### config.mk
export PLATFORM = sky130hd
export DESIGN_NAME = memOpResult
export DESIGN_NICKNAME = d
export VERILOG_FILES = /design/src/verilog/memOpPkg.sv /design/src/verilog/memOpResult.sv
export SDC_FILE = /design/constraint.sdc
export NUM_CORES = 1
export LEC_CHECK = 0
export BUFFER_PORTS_ARGS = -buffer_cell sky130_fd_sc_hd__buf_4
export CAP_MARGIN = 5
export CORE_AREA = 4 4 108 110
export CTS_CLUSTER_DIAMETER = 80
export DETAILED_ROUTE_END_ITERATION = 10
export DIE_AREA = 0 0 112 114
export PLACE_DENSITY_LB_ADDON = 0.15
export SYNTH_ARGS = -nofsm -noshare
export SYNTH_HDL_FRONTEND = slang
export SYNTH_SLANG_ARGS = --single-unit
export TNS_END_PERCENT = 5
### constraint.sdc
create_clock -name clk -period 1.4 [get_ports clk]
set_input_delay 0.14 -clock clk [delete_from_list [all_inputs] [get_ports clk]]
set_output_delay 0.14 -clock clk [all_outputs]
set_load 0.005 [all_outputs]
### src/verilog/memOpPkg.sv
package memOpPkg;

// ==================================================
// Memory geometry
// ==================================================

// Number of capability slots in the local data memory
localparam int MEM_SLOTS = 64;
// Each slot is one 64-bit capability word
localparam int SLOT_BYTES = 8;
// Byte address bits in use, upper address bits are dropped
localparam int ADDR_BITS = 9;
// Slots whose tags come back from one tag gather
localparam int TAG_GROUP = 8;
// Derived index widths
localparam int SLOT_BITS = $clog2(MEM_SLOTS);
localparam int OFFSET_BITS = $clog2(SLOT_BYTES);
localparam int GROUP_BITS = SLOT_BITS - $clog2(TAG_GROUP);

// ==================================================
// Instruction encodings
// ==================================================

typedef enum logic [6:0] {
	OP_NOP    = 7'h00,
	OP_LDX    = 7'h20,
	OP_LDXU   = 7'h21,
	OP_STX    = 7'h22,
	OP_LDCAPX = 7'h24,
	OP_STCAPX = 7'h25,
	OP_CAP    = 7'h26
} opcode_e;

// Function codes under OP_CAP, everything else is illegal
typedef enum logic [2:0] {
	FN_CLOADTAGS = 3'd4
} capFunc_e;

// Access sizes, codes 4 to 7 are not defined
typedef enum logic [2:0] {
	SZ_BYTE = 3'd0,
	SZ_HALF = 3'd1,
	SZ_WORD = 3'd2,
	SZ_OCTA = 3'd3
} memSize_e;

typedef enum logic [2:0] {
	KIND_LOAD      = 3'd0,
	KIND_STORE     = 3'd1,
	KIND_CLOAD     = 3'd2,
	KIND_CSTORE    = 3'd3,
	KIND_CLOADTAGS = 3'd4,
	KIND_ILLEGAL   = 3'd7
} opKind_e;

// ==================================================
// Structures passed between stages
// ==================================================

// The sizeFunc field is the access size, or the function code for OP_CAP
typedef struct packed {
	opcode_e            opcode;
	logic [4:0]         rd;
	logic [4:0]         rs1;
	logic [2:0]         sizeFunc;
	logic signed [11:0] disp;
} instruction_t;

typedef struct packed {
	instruction_t instr;
	logic [31:0]  base;
	logic [63:0]  storeData;
} memReq_t;

// Decoded operation, disp is already sign-extended
typedef struct packed {
	opKind_e     kind;
	memSize_e    size;
	logic        isUnsigned;
	logic [4:0]  rd;
	logic [31:0] base;
	logic [31:0] disp;
	logic [63:0] storeData;
} memOp_t;

typedef struct packed {
	logic [63:0] data;
	logic        tag;
	logic [4:0]  rd;
	logic        fault;
} memResult_t;

endpackage

### src/verilog/memOpResult.sv
`timescale 1ns/1ps

module memOpResult import memOpPkg::*; (
	input  logic        clk,
	input  logic        rstN,
	input  logic        exValid,
	input  memOp_t      exOp,
	input  logic [63:0] rawData,
	input  logic        rawTag,
	input  logic        fault,
	output logic        resultValid,
	output memResult_t  result
);

// Truncate to the access size, then sign or zero extend
function automatic logic [63:0] fnExtend(
	input logic [63:0] raw,
	input memSize_e    size,
	input logic        isUnsigned
);
	case (size)
		SZ_BYTE:
			return isUnsigned ? {56'b0, raw[7:0]} : {{56{raw[7]}}, raw[7:0]};
		SZ_HALF:
			return isUnsigned ? {48'b0, raw[15:0]} : {{48{raw[15]}}, raw[15:0]};
		SZ_WORD:
			return isUnsigned ? {32'b0, raw[31:0]} : {{32{raw[31]}}, raw[31:0]};
		default:
			return raw;
	endcase
endfunction

logic [63:0] nextData;
logic        nextTag;

// Stores, faults and illegal kinds all return zero data
always_comb
begin
	nextData = '0;
	nextTag = 1'b0;
	if (!fault)
	begin
		case (exOp.kind)
			KIND_LOAD:
				nextData = fnExtend(rawData, exOp.size, exOp.isUnsigned);
			// Only a capability load carries a tag out
			KIND_CLOAD:
			begin
				nextData = rawData;
				nextTag = rawTag;
			end
			// Gathered tags already sit in the low byte
			KIND_CLOADTAGS:
				nextData = rawData;
			default:
			begin
			end
		endcase
	end
end

always_ff @(posedge clk)
begin
	if (!rstN)
		resultValid <= 1'b0;
	else
		resultValid <= exValid;
end

// Result stays put until the next operation reaches this stage
always_ff @(posedge clk)
begin
	if (exValid)
	begin
		result.data <= nextData;
		result.tag <= nextTag;
		result.rd <= exOp.rd;
		result.fault <= fault;
	end
end

endmodule

==> flow_metrics.env <==
export IMPL_final_net_count=652
export IMPL_min_period_over_period=0.910
export IMPL_clock_tree_htree_level_count=3
export IMPL_numCtsBuffers=9
export IMPL_report_final_hold_viol_count=0
export IMPL_synthesis_nets=477
export IMPL_dieArea_sq_mm=0.0128
export IMPL_global_route_overflow_total=0
export IMPL_crit_path_top_delay_cell="nor4_1"
export IMPL_grt_pass1_vias=2684
export IMPL_drive_above_1_share=0.430
export IMPL_routed_wl_mm=9.57
export IMPL_synth_yosys_warnings=0
export IMPL_timing_hold_ws_ns=0.0700
export IMPL_rows=38
export IMPL_gr_usage_all_layers=0.149
export IMPL_cp_num_buf_inv=1
export IMPL_synth_seq_area_share=0.679
export IMPL_synthesis_area_per_instance_sq_um=11.8
export IMPL_multiInputGateArea_sq_um=946
export IMPL_remaining_drc_errors=0
export IMPL_synth_top_cells_by_area="edfxtp_1 67%, a211oi_1 7.8%, nand2_1 6.8%"
export IMPL_synth_top_area_share=0.673
export IMPL_tightest_slew_ns=0.708
export IMPL_finalSetupViolations=0
export IMPL_grt_setup_unrepaired="no"
export IMPL_layoutNonFillerInstCount=588
export IMPL_first_iter_violations=134
export IMPL_port_buffer_count=152
export IMPL_post_synth_instance_area_sq_mm=0.00317
export IMPL_die_width_um=112
export IMPL_postSynthCellCount=268
export IMPL_grt_pass1_wl_mm=14.5
export IMPL_initial_utilization=0.296
export IMPL_leakage_nw=1.97
export IMPL_timing_critical_path_max_delay_family="simple AND/OR/NAND/NOR gates"
export IMPL_synth_async_sr_flop_share=0
export IMPL_root_buffer="clkbuf_8"
export IMPL_synth_edff_count=71
export IMPL_setup_worst_path_class="in -> reg"
export IMPL_timing_critical_path_slowest_cell_delay_ns=0.46
export IMPL_dp_hpwl_mm=7.16
export IMPL_grt_antenna_before_repair=1
export IMPL_tritoncts="yes"
export IMPL_final_min_clock_period_ns=1.27
export IMPL_route_detailed_vias_per_inst=4.61
export IMPL_synth_ff_latch_count=72
export IMPL_path_cells="buf_4 > nor4_1 > a21oi_1 > nand2_1 > a21oi_1"
export IMPL_synthDistinctLibCells=24
export IMPL_grt_max_degree=34
export IMPL_core_area_sq_mm=0.0107
export IMPL_fill_cells=1008
export IMPL_cts_path_max_buffers=2
export IMPL_critPathCaptureType="flip-flop"
export IMPL_routedWlPerCell_um=16.3
export IMPL_arrival_ns=1.36
export IMPL_worst_endpoint_required_ns=1.48
export IMPL_area_growth_pct=54.7
export IMPL_slew_headroom=0.528
export IMPL_final_slew_violations=0
export IMPL_worstSetupStartpointType="primary input"
export IMPL_path_clk_slew_ns=0.08
export IMPL_power_density_mw_per_mm2=1050
export IMPL_finish_instance_area_sq_mm=0.00490
export IMPL_placedCellCount=566
export IMPL_maximum_ir_drop_on_the_vdd_rail_uv=352
export IMPL_outcome="finished, final reports clean"
export IMPL_fmaxAchievable_ghz=0.785
export IMPL_drt_first_pass_iters=5
export IMPL_gp_congestion=0.759
export IMPL_sequential_cell_area_sq_mm=0.00215
export IMPL_yosysTopAreaCell="edfxtp_1"
export IMPL_clock_sinks=72
export IMPL_cap_violations=0
export IMPL_crit_top_cell="a21oi_1"
export IMPL_postPlaceCellArea_sq_mm=0.00464
export IMPL_dr_total_vias=2712
export IMPL_hp_class="in -> reg"
export IMPL_die_h_um=114
export IMPL_boundaryPins=281
export IMPL_postRouteAntennaNets=0
export IMPL_path_max_fanout=8
export IMPL_ys_dominant_reg_cell="edfxtp_1"
Yosys cell counts, types with 2 or more instances:
cell      number
a21o_1         2
a21oi_1       25
nor2b_1        2
nand2_1       57
nor2_1        37
edfxtp_1      71
and2_1        10
buf_2          7
clkbuf_1      10
a211oi_1      33
timing repair:
action | in CTS | in global routing
setup endpoints to repair | 0 | 15
gates resized for setup | 0 | 1
buffers inserted | 0 | 0
hold endpoints to repair | 6 | 0
hold buffers | 6 | 0
cell usage in the layout, fill, tap and decap left out, types with 6 or more instances in the layout:
cell type	netlist	routed
edfxtp_1	71	71
and2_1	10	10
a21oi_1	25	24
dlygate4sd3_1	0	6
nand2_1	57	57
nor2_1	37	36
buf_4	0	171
a211oi_1	33	33
clkbuf_8	0	9
layout make-up:
class	instances	area share
tap	140	0.0357
clock buffer	9	0.0253
clock inverter	6	0.0153
sequential	72	0.439
timing repair buffer	181	0.290
inverter	1	0.000766
antenna	1	0.000510
multi-input combinational	178	0.193
worst paths after layout:
kind | start | to | depth (start not counted)
setup / recovery | exOp[139] | result[21] | 5
hold / removal | rawData[0] | result[7] | 2
kinds of logic after synthesis:
logic type,synth area share
AND/OR/NAND/NOR,0.158
XOR/XNOR,0.00277
buffers and inverters,0.0241
AO/OA/AOI/OAI,0.135
flip-flops,0.679
flip-flops by register name (all words and copies together), names as in the netlist:
signal	cells
result	71
resultValid	1
per-layer routing:
| metal | track usage | part of all wire |
|---|---|---|
| met4 | 0.0553 | 0.014 |
| met5 | 0 | 0 |
| met1 | 0.196 | 0.44 |
| met3 | 0.0812 | 0.15 |
| met2 | 0.205 | 0.40 |
metrics by stage:
stage | utilization | total power, mW | TNS, ns | setup slack, ns
final | 0.458 | 5.15 | 0 | 0.126
after global routing | 0.458 | 5.38 | 0 | 0.0676
after CTS | 0.458 | 5.21 | 0 | 0.0866
after detailed placement | 0.434 | 3.45 | -7.35 | -0.278
after global placement | 0.434 | 3.45 | -7.12 | -0.297
after floorplan | - | 2.85 | 0 | 0.0929
power breakdown:
| part | switching (mW) | internal (mW) |
|---|---|---|
| Combinational | 0.372 | 0.459 |
| Sequential | 0.0430 | 2.53 |
| Clock | 0.770 | 0.970 |
| Total | 1.18 | 3.96 |
Power figures use the tool's default switching activity.
