File: src/verilog/memOpPkg.sv
package memOpPkg;

// ==================================================
// Memory geometry
// ==================================================

// Number of capability slots in the local data memory
localparam int MEM_SLOTS = 64;
// Each slot is one 64-bit capability word
localparam int SLOT_BYTES = 8;
// Byte address bits in use, upper address bits are dropped
localparam int ADDR_BITS = 9;
// Slots whose tags come back from one tag gather
localparam int TAG_GROUP = 8;
// Derived index widths
localparam int SLOT_BITS = $clog2(MEM_SLOTS);
localparam int OFFSET_BITS = $clog2(SLOT_BYTES);
localparam int GROUP_BITS = SLOT_BITS - $clog2(TAG_GROUP);

// ==================================================
// Instruction encodings
// ==================================================

typedef enum logic [6:0] {
	OP_NOP    = 7'h00,
	OP_LDX    = 7'h20,
	OP_LDXU   = 7'h21,
	OP_STX    = 7'h22,
	OP_LDCAPX = 7'h24,
	OP_STCAPX = 7'h25,
	OP_CAP    = 7'h26
} opcode_e;

// Function codes under OP_CAP, everything else is illegal
typedef enum logic [2:0] {
	FN_CLOADTAGS = 3'd4
} capFunc_e;

// Access sizes, codes 4 to 7 are not defined
typedef enum logic [2:0] {
	SZ_BYTE = 3'd0,
	SZ_HALF = 3'd1,
	SZ_WORD = 3'd2,
	SZ_OCTA = 3'd3
} memSize_e;

typedef enum logic [2:0] {
	KIND_LOAD      = 3'd0,
	KIND_STORE     = 3'd1,
	KIND_CLOAD     = 3'd2,
	KIND_CSTORE    = 3'd3,
	KIND_CLOADTAGS = 3'd4,
	KIND_ILLEGAL   = 3'd7
} opKind_e;

// ==================================================
// Structures passed between stages
// ==================================================

// The sizeFunc field is the access size, or the function code for OP_CAP
typedef struct packed {
	opcode_e            opcode;
	logic [4:0]         rd;
	logic [4:0]         rs1;
	logic [2:0]         sizeFunc;
	logic signed [11:0] disp;
} instruction_t;

typedef struct packed {
	instruction_t instr;
	logic [31:0]  base;
	logic [63:0]  storeData;
} memReq_t;

// Decoded operation, disp is already sign-extended
typedef struct packed {
	opKind_e     kind;
	memSize_e    size;
	logic        isUnsigned;
	logic [4:0]  rd;
	logic [31:0] base;
	logic [31:0] disp;
	logic [63:0] storeData;
} memOp_t;

typedef struct packed {
	logic [63:0] data;
	logic        tag;
	logic [4:0]  rd;
	logic        fault;
} memResult_t;

endpackage

File: src/verilog/memOpDecoder.sv
`timescale 1ns/1ps

module memOpDecoder import memOpPkg::*; (
	input  logic    clk,
	input  logic    rstN,
	input  logic    start,
	input  memReq_t request,
	output logic    opValid,
	output memOp_t  op
);

// Integer loads, signed and unsigned
function automatic logic fnIsLoad(input instruction_t instr);
	case (instr.opcode)
		OP_LDX, OP_LDXU: return 1'b1;
		default:         return 1'b0;
	endcase
endfunction

function automatic logic fnIsStore(input instruction_t instr);
	return instr.opcode == OP_STX;
endfunction

function automatic logic fnIsCLoad(input instruction_t instr);
	return instr.opcode == OP_LDCAPX;
endfunction

function automatic logic fnIsCStore(input instruction_t instr);
	return instr.opcode == OP_STCAPX;
endfunction

// Tag gather lives under OP_CAP and needs its own function code
function automatic logic fnIsCLoadTags(input instruction_t instr);
	if (instr.opcode != OP_CAP)
		return 1'b0;
	case (capFunc_e'(instr.sizeFunc))
		FN_CLOADTAGS: return 1'b1;
		default:      return 1'b0;
	endcase
endfunction

opKind_e kind;
logic    sizeOk;

// Only the four defined access sizes are legal for integer accesses
assign sizeOk = request.instr.sizeFunc <= SZ_OCTA;

// Merge the separate checks into one kind, OP_NOP and unknown codes land in illegal
always_comb
begin
	if (fnIsLoad(request.instr) && sizeOk)
		kind = KIND_LOAD;
	else if (fnIsStore(request.instr) && sizeOk)
		kind = KIND_STORE;
	else if (fnIsCLoad(request.instr))
		kind = KIND_CLOAD;
	else if (fnIsCStore(request.instr))
		kind = KIND_CSTORE;
	else if (fnIsCLoadTags(request.instr))
		kind = KIND_CLOADTAGS;
	else
		kind = KIND_ILLEGAL;
end

always_ff @(posedge clk)
begin
	if (!rstN)
		opValid <= 1'b0;
	else
		opValid <= start;
end

// Operation payload is captured on the start pulse only
always_ff @(posedge clk)
begin
	if (start)
	begin
		op.kind <= kind;
		// Capability accesses always move a whole slot
		if (kind == KIND_LOAD || kind == KIND_STORE)
			op.size <= memSize_e'(request.instr.sizeFunc);
		else
			op.size <= SZ_OCTA;
		op.isUnsigned <= request.instr.opcode == OP_LDXU;
		op.rd <= request.instr.rd;
		op.base <= request.base;
		op.disp <= {{20{request.instr.disp[11]}}, request.instr.disp};
		op.storeData <= request.storeData;
	end
end

endmodule

File: config.mk
export PLATFORM = sky130hd
export DESIGN_NAME = memOpDecoder
export DESIGN_NICKNAME = d
export VERILOG_FILES = /design/src/verilog/memOpPkg.sv /design/src/verilog/memOpDecoder.sv
export SDC_FILE = /design/constraint.sdc
export NUM_CORES = 1
export LEC_CHECK = 0
export BUFFER_PORTS_ARGS = -buffer_cell sky130_fd_sc_hd__buf_2
export CORE_MARGIN = 5
export CORE_UTILIZATION = 40
export CTS_BUF_LIST = sky130_fd_sc_hd__clkbuf_8
export CTS_CLUSTER_SIZE = 16
export DETAILED_ROUTE_END_ITERATION = 16
export PLACE_DENSITY_LB_ADDON = 0.25
export SYNTH_ARGS = -nofsm -noshare
export SYNTH_HDL_FRONTEND = slang
export SYNTH_SLANG_ARGS = --single-unit
File: constraint.sdc
create_clock -name clk -period 1.7 [get_ports clk]
set_input_delay 0.17 -clock clk [delete_from_list [all_inputs] [get_ports clk]]
set_output_delay 0.17 -clock clk [all_outputs]
set_load 0.1 [all_outputs]
==> summary.log, run 1 <==
INFO  run_status     run_status=aborted with a tool error
INFO  run_status     stop_stage=clock tree synthesis
INFO  run_status     firstError=[ERROR RSZ-0060] Max buffer count reached.
INFO  synth          syn-instance-count=161
INFO  clocking       number_of_cts_inserted_buffers=17
INFO  synth          synth_fa_ha_area_frac=0
INFO  clocking       tritoncts_num_sinks=121
INFO  synth          synth_seq_cells=121
INFO  synth          ys_types=17
INFO  place          final_weighted_congestion_of_routability_driven_global_placement=0.732
INFO  clocking       post-cts-setup-buffers=0
INFO  place          dpl_cell_area=5300um^2
INFO  synth          synth_top_family_by_area=buffers and inverters
INFO  floorplanning  top_level_ports=272
INFO  synth          postSynthNetCount=292
INFO  floorplanning  die_width=109um
INFO  place          io_buffer_count=266
INFO  floorplanning  placement_rows=36
INFO  synth          synth_seq_area_share=0.926
INFO  synth          synth_area_in_compound_gates=0.00639
INFO  synth          synth-simple-area-share=0.0285
INFO  clocking       h-tree-depth=4
INFO  floorplanning  start_util=0.406
INFO  synth          synthesis.area=3910um^2
INFO  clocking       cts.repair.resized=0
INFO  synth          parity_gate_share_of_the_synthesized_area_counting_xor_and_xnor_cells=0
INFO  clocking       root_buffer=sky130_fd_sc_hd__clkbuf_8
INFO  clocking       ctsLongestPathBuffers=2
INFO  clocking       cts_hold_repair.buffers=116
INFO  synth          ys_warn_count=0
INFO  synth          synth.mux.area_fraction=0
INFO  synth          synthesis.area_per_instance=24.3um^2
INFO  floorplanning  chipHeight=109um
==> per-stage QoR <==
step,worst slack [ns],hold slack [ns],instances,utilization
floorplan,-0.138,0.269,161,-
global placement,0.345,0.347,542,0.550
detailed placement,0.320,0.348,542,0.550
==> logic make-up after synthesis <==
logic type / Yosys count
DFF: 121
and+or+nand+nor: 15
AOI/OAI and AO/OA: 4
buffers and inverters: 20
other: 1
==> synthesized netlist by cell type (all sizes together) <==
master | n | area [um^2]
and2 | 1 | 6.26
or4 | 2 | 15.0
o21ai | 1 | 5.00
o22ai | 1 | 6.26
nand2b | 2 | 12.5
nand2 | 4 | 15.0
nand3 | 1 | 5.00
or3b | 1 | 8.76
a21oi | 2 | 13.8
edfxtp | 120 | 3600
buf | 20 | 150
conb | 1 | 3.75
or4b | 1 | 13.8
dfxtp | 1 | 20.0
nor4b | 2 | 30.0
nor3 | 1 | 5.00
==> run 2, diff against run 1 <==
Settings changed: CORE_UTILIZATION 40 to 25, CTS_BUF_LIST sky130_fd_sc_hd__clkbuf_8 to default, CTS_CLUSTER_SIZE 16 to default, PLACE_DENSITY_LB_ADDON 0.25 to 0.15.
==> summary.log, run 2 <==
INFO  synth          synth_seq_cells=121 [unchanged]
INFO  floorplanning  die_width=135um [+24%]
INFO  global_routing grt_use_total=0.122
INFO  routing        finalWirelength=11500um
INFO  power          p_per_area=1390nW/um^2
INFO  clocking       ctsLongestPathBuffers=2 [unchanged]
INFO  synth          synthMostInstantiatedCell=sky130_fd_sc_hd__edfxtp_1
INFO  timing         unrepaired_setup_endpoints_after_global_routing=no
INFO  power          power.switching=3660uW
INFO  timing         final_min_period_over_clock_period=0.858
INFO  final_layout   diodes=0
INFO  floorplanning  start_util=0.256 [-0.150]
INFO  synth          syn-instance-count=161 [unchanged]
INFO  power          cell_internal_pwr=6390uW
INFO  clocking       cts_tree=yes
INFO  clocking       root_buffer=sky130_fd_sc_hd__clkbuf_16
INFO  timing         finalHoldViolCount=0
INFO  power          power.switching_fraction=0.365
INFO  setup_path     cp-startpoint=op[75]$_DFFE_PP_
INFO  synth          synth_seq_area_share=0.926 [unchanged]
INFO  power          total_power=10100uW
INFO  power          worst_ir_drop_vdd=0.794mV
INFO  final_layout   layout.cells.most_common=sky130_fd_sc_hd__buf_2
INFO  flow_run       timing.max_cap.violations=0
INFO  routing        drt_first_pass_iters=4
INFO  routing        remaining_drc_errors=0
INFO  synth          number_of_flops_mapped_to_enable_cells_by_yosys=120 [unchanged]
INFO  clocking       h-tree-depth=4 [unchanged]
INFO  global_routing grt_max_degree=61
INFO  synth          synthesis.area_per_instance=24.3um^2 [unchanged]
INFO  routing        drt_iter0_markers=58
INFO  synth          ys_warn_count=0 [unchanged]
INFO  floorplanning  placement_rows=45 [+25%]
INFO  global_routing via_count_of_the_first_global_routing_pass=3272
INFO  synth          synth_top_area_cell=sky130_fd_sc_hd__edfxtp_1
INFO  power          leakage=0.00309uW
INFO  setup_path     critical-path-max-stage-delay=0.36ns
INFO  global_routing global_route.overflow_total=0
INFO  timing         achievable-frequency=0.686GHz
INFO  place          final_weighted_congestion_of_routability_driven_global_placement=0.742 [+1.4%]
INFO  floorplanning  core-area=15300um^2
INFO  synth          ys.flop_type=sky130_fd_sc_hd__edfxtp_1
INFO  clocking       number_of_cts_inserted_buffers=17 [unchanged]
INFO  setup_path     crit_family=buffers and inverters
INFO  final_layout   seqCellArea=3620um^2
INFO  synth          yosys-top-cells-area=sky130_fd_sc_hd__edfxtp_1 (92%), sky130_fd_sc_hd__buf_4 (3.8%), sky130_fd_sc_hd__nor4b_2 (0.77%), sky130_fd_sc_hd__dfxtp_1 (0.51%), sky130_fd_sc_hd__nand2_1 (0.38%)
INFO  routing        ant_nets=0
INFO  routing        vias_per_cell=3.86
INFO  setup_path     crit_slowest_cell=sky130_fd_sc_hd__clkbuf_4
INFO  timing         relSlewSlack=0.654
INFO  final_layout   layout.nets=676
INFO  timing         timing.final.setup_violations=0
INFO  routing        via_total_after_detailed_routing=2969
INFO  setup_path     cp.required=1.53ns
INFO  final_layout   syn2layout_area_growth=85.1%
INFO  floorplanning  chipHeight=135um [+24%]
INFO  final_layout   layout.cells.most_common_list=sky130_fd_sc_hd__buf_2 (245), sky130_fd_sc_hd__edfxtp_1 (120), sky130_fd_sc_hd__dlygate4sd3_1 (114), sky130_fd_sc_hd__clkbuf_4 (21), sky130_fd_sc_hd__clkbuf_16 (17)
INFO  place          io_buffer_count=266 [unchanged]
INFO  final_layout   drive_gt1_frac=0.552
INFO  routing        wl_per_cell=14.9um
INFO  setup_path     worst-path-stages=2
INFO  timing         hold_ws=0.0659ns
INFO  floorplanning  dieArea=18300um^2
INFO  setup_path     critical_path_cell_by_cell=buf_2 > clkbuf_4
INFO  power          power_frac_clock=0.377
INFO  synth          synth-async-reset-ratio=0 [unchanged]
INFO  worst_hold_path hold_path_class=input port to flop
INFO  setup_path     critical_path.endpoint=op[88]
INFO  synth          synth_top_cells_by_count=sky130_fd_sc_hd__edfxtp_1 (120), sky130_fd_sc_hd__buf_4 (20), sky130_fd_sc_hd__nand2_1 (4)
INFO  clocking       clkSlewWorstSetupHoldPaths=0.06ns
INFO  place          post-dp-hpwl=7880um
INFO  final_layout   reg.largest.list=op x120, opValid x1
INFO  timing         slew_viol_final=0
INFO  synth          ys_types=17 [unchanged]
INFO  setup_path     endpoint_kind=output port
INFO  power          power.share.combinational=0.266
INFO  setup_path     critPathKind=flop to output port
INFO  final_layout   multi_input_area=140um^2
INFO  final_layout   fillCellCount=1333
INFO  power          seqPwrFrac=0.357
INFO  synth          fraction_of_synthesized_cell_area_taken_by_the_top_area_cell_type=0.921 [unchanged]
INFO  synth          postSynthNetCount=292 [unchanged]
INFO  final_layout   largest_reg_flops=120
INFO  final_layout   registers.top_by_ff_count=op
INFO  timing         period_minus_slack=1.46ns
INFO  run_status     run_status=completed
INFO  setup_path     cp.buffers_inverters=2
INFO  global_routing antenna_found_initial=0
INFO  floorplanning  top_level_ports=272 [unchanged]
INFO  setup_path     worst_ep_arrival_time=1.29ns
INFO  setup_path     cp-start-kind=flop
INFO  global_routing grt_pass1_wl=16800um
INFO  synth          synthesis.area=3910um^2 [unchanged]
INFO  clocking       tritoncts_num_sinks=121 [unchanged]
INFO  timing         tightestPinTransition=0.523ns
INFO  setup_path     critPathMaxFanout=10
## run 2: cell counts after synthesis
Identical to the previous run, type by type.
## run 2: kinds of logic (layout without fill, tap and decap cells)
family / Yosys count / in the layout / synth area share
simple gates: 15 / 15 / 0.0284
flops: 121 / 121 / 0.926
compound gates: 4 / 4 / 0.00639
buf+inv: 20 / 417 / 0.0384
other cells: 1 / 1 / 0.000958
## run 2: area by class of cell
class	instances	area share
sequential	121	0.500
timing repair buffer	385	0.357
clock buffer	17	0.0587
tap	211	0.0364
clock inverter	15	0.0282
multi-input combinational	20	0.0193
## run 2: per-layer routing
layer / global-route usage / wire length, um / up-vias / part of all wire
li1: - / - / 1388 / -
met1: 0.115 / 3920 / 1403 / 0.34
met2: 0.231 / 6280 / 163 / 0.55
met3: 0.0488 / 1010 / 15 / 0.089
met4: 0.0549 / 238 / 0 / 0.021
met5: 0 / 0 / - / 0
## run 2: through the flow
| step | utilization | worst slack [ns] | TNS (ns) | instances | cell area, um^2 |
|---|---|---|---|---|---|
| 2_1_floorplan | - | -0.138 | -2.76 | 161 | 3910 |
| 3_3_place_gp | 0.354 | 0.353 | 0 | 621 | 5410 |
| 3_5_place_dp | 0.354 | 0.341 | 0 | 621 | 5410 |
| 5_1_grt | 0.475 | 0.171 | 0 | 769 | 7240 |
| 6_report | 0.475 | 0.242 | 0 | 769 | 7240 |
| 4_1_cts | 0.471 | -0.0228 | -0.414 | 767 | 7180 |
## run 2: how the worst min path moves through the flow
stage	from	end	cells past startpoint
finish	request[108]	op[134]$_SDFFCE_PN1P_	2
global route	request[108]	op[134]$_SDFFCE_PN1P_	2
CTS	request[108]	op[134]$_SDFFCE_PN1P_	2
detailed placement	request[62]	op[62]$_DFFE_PP_	1
global placement	request[26]	op[26]$_DFFE_PP_	1
floorplan	request[0]	op[0]$_DFFE_PP_	0
## run 2: timing repair
action | in CTS | in global routing
hold buffers | 114 | 0
resized for setup | 0 | 21
setup endpoints to repair | 21 | 21
setup buffers | 0 | 2
endpoints found under the hold margin | 114 | 0
## run 2: power groups by stage
stage / clock [uW] / combinational (uW) / sequential (uW)
2_1_floorplan: 0 / 344 / 5330
3_3_place_gp: 0 / 2450 / 3650
3_5_place_dp: 0 / 2450 / 3660
4_1_cts: 3910 / 2660 / 3600
5_1_grt: 4030 / 2740 / 3610
6_report: 3790 / 2680 / 3590
Power figures use the tool's default switching activity.
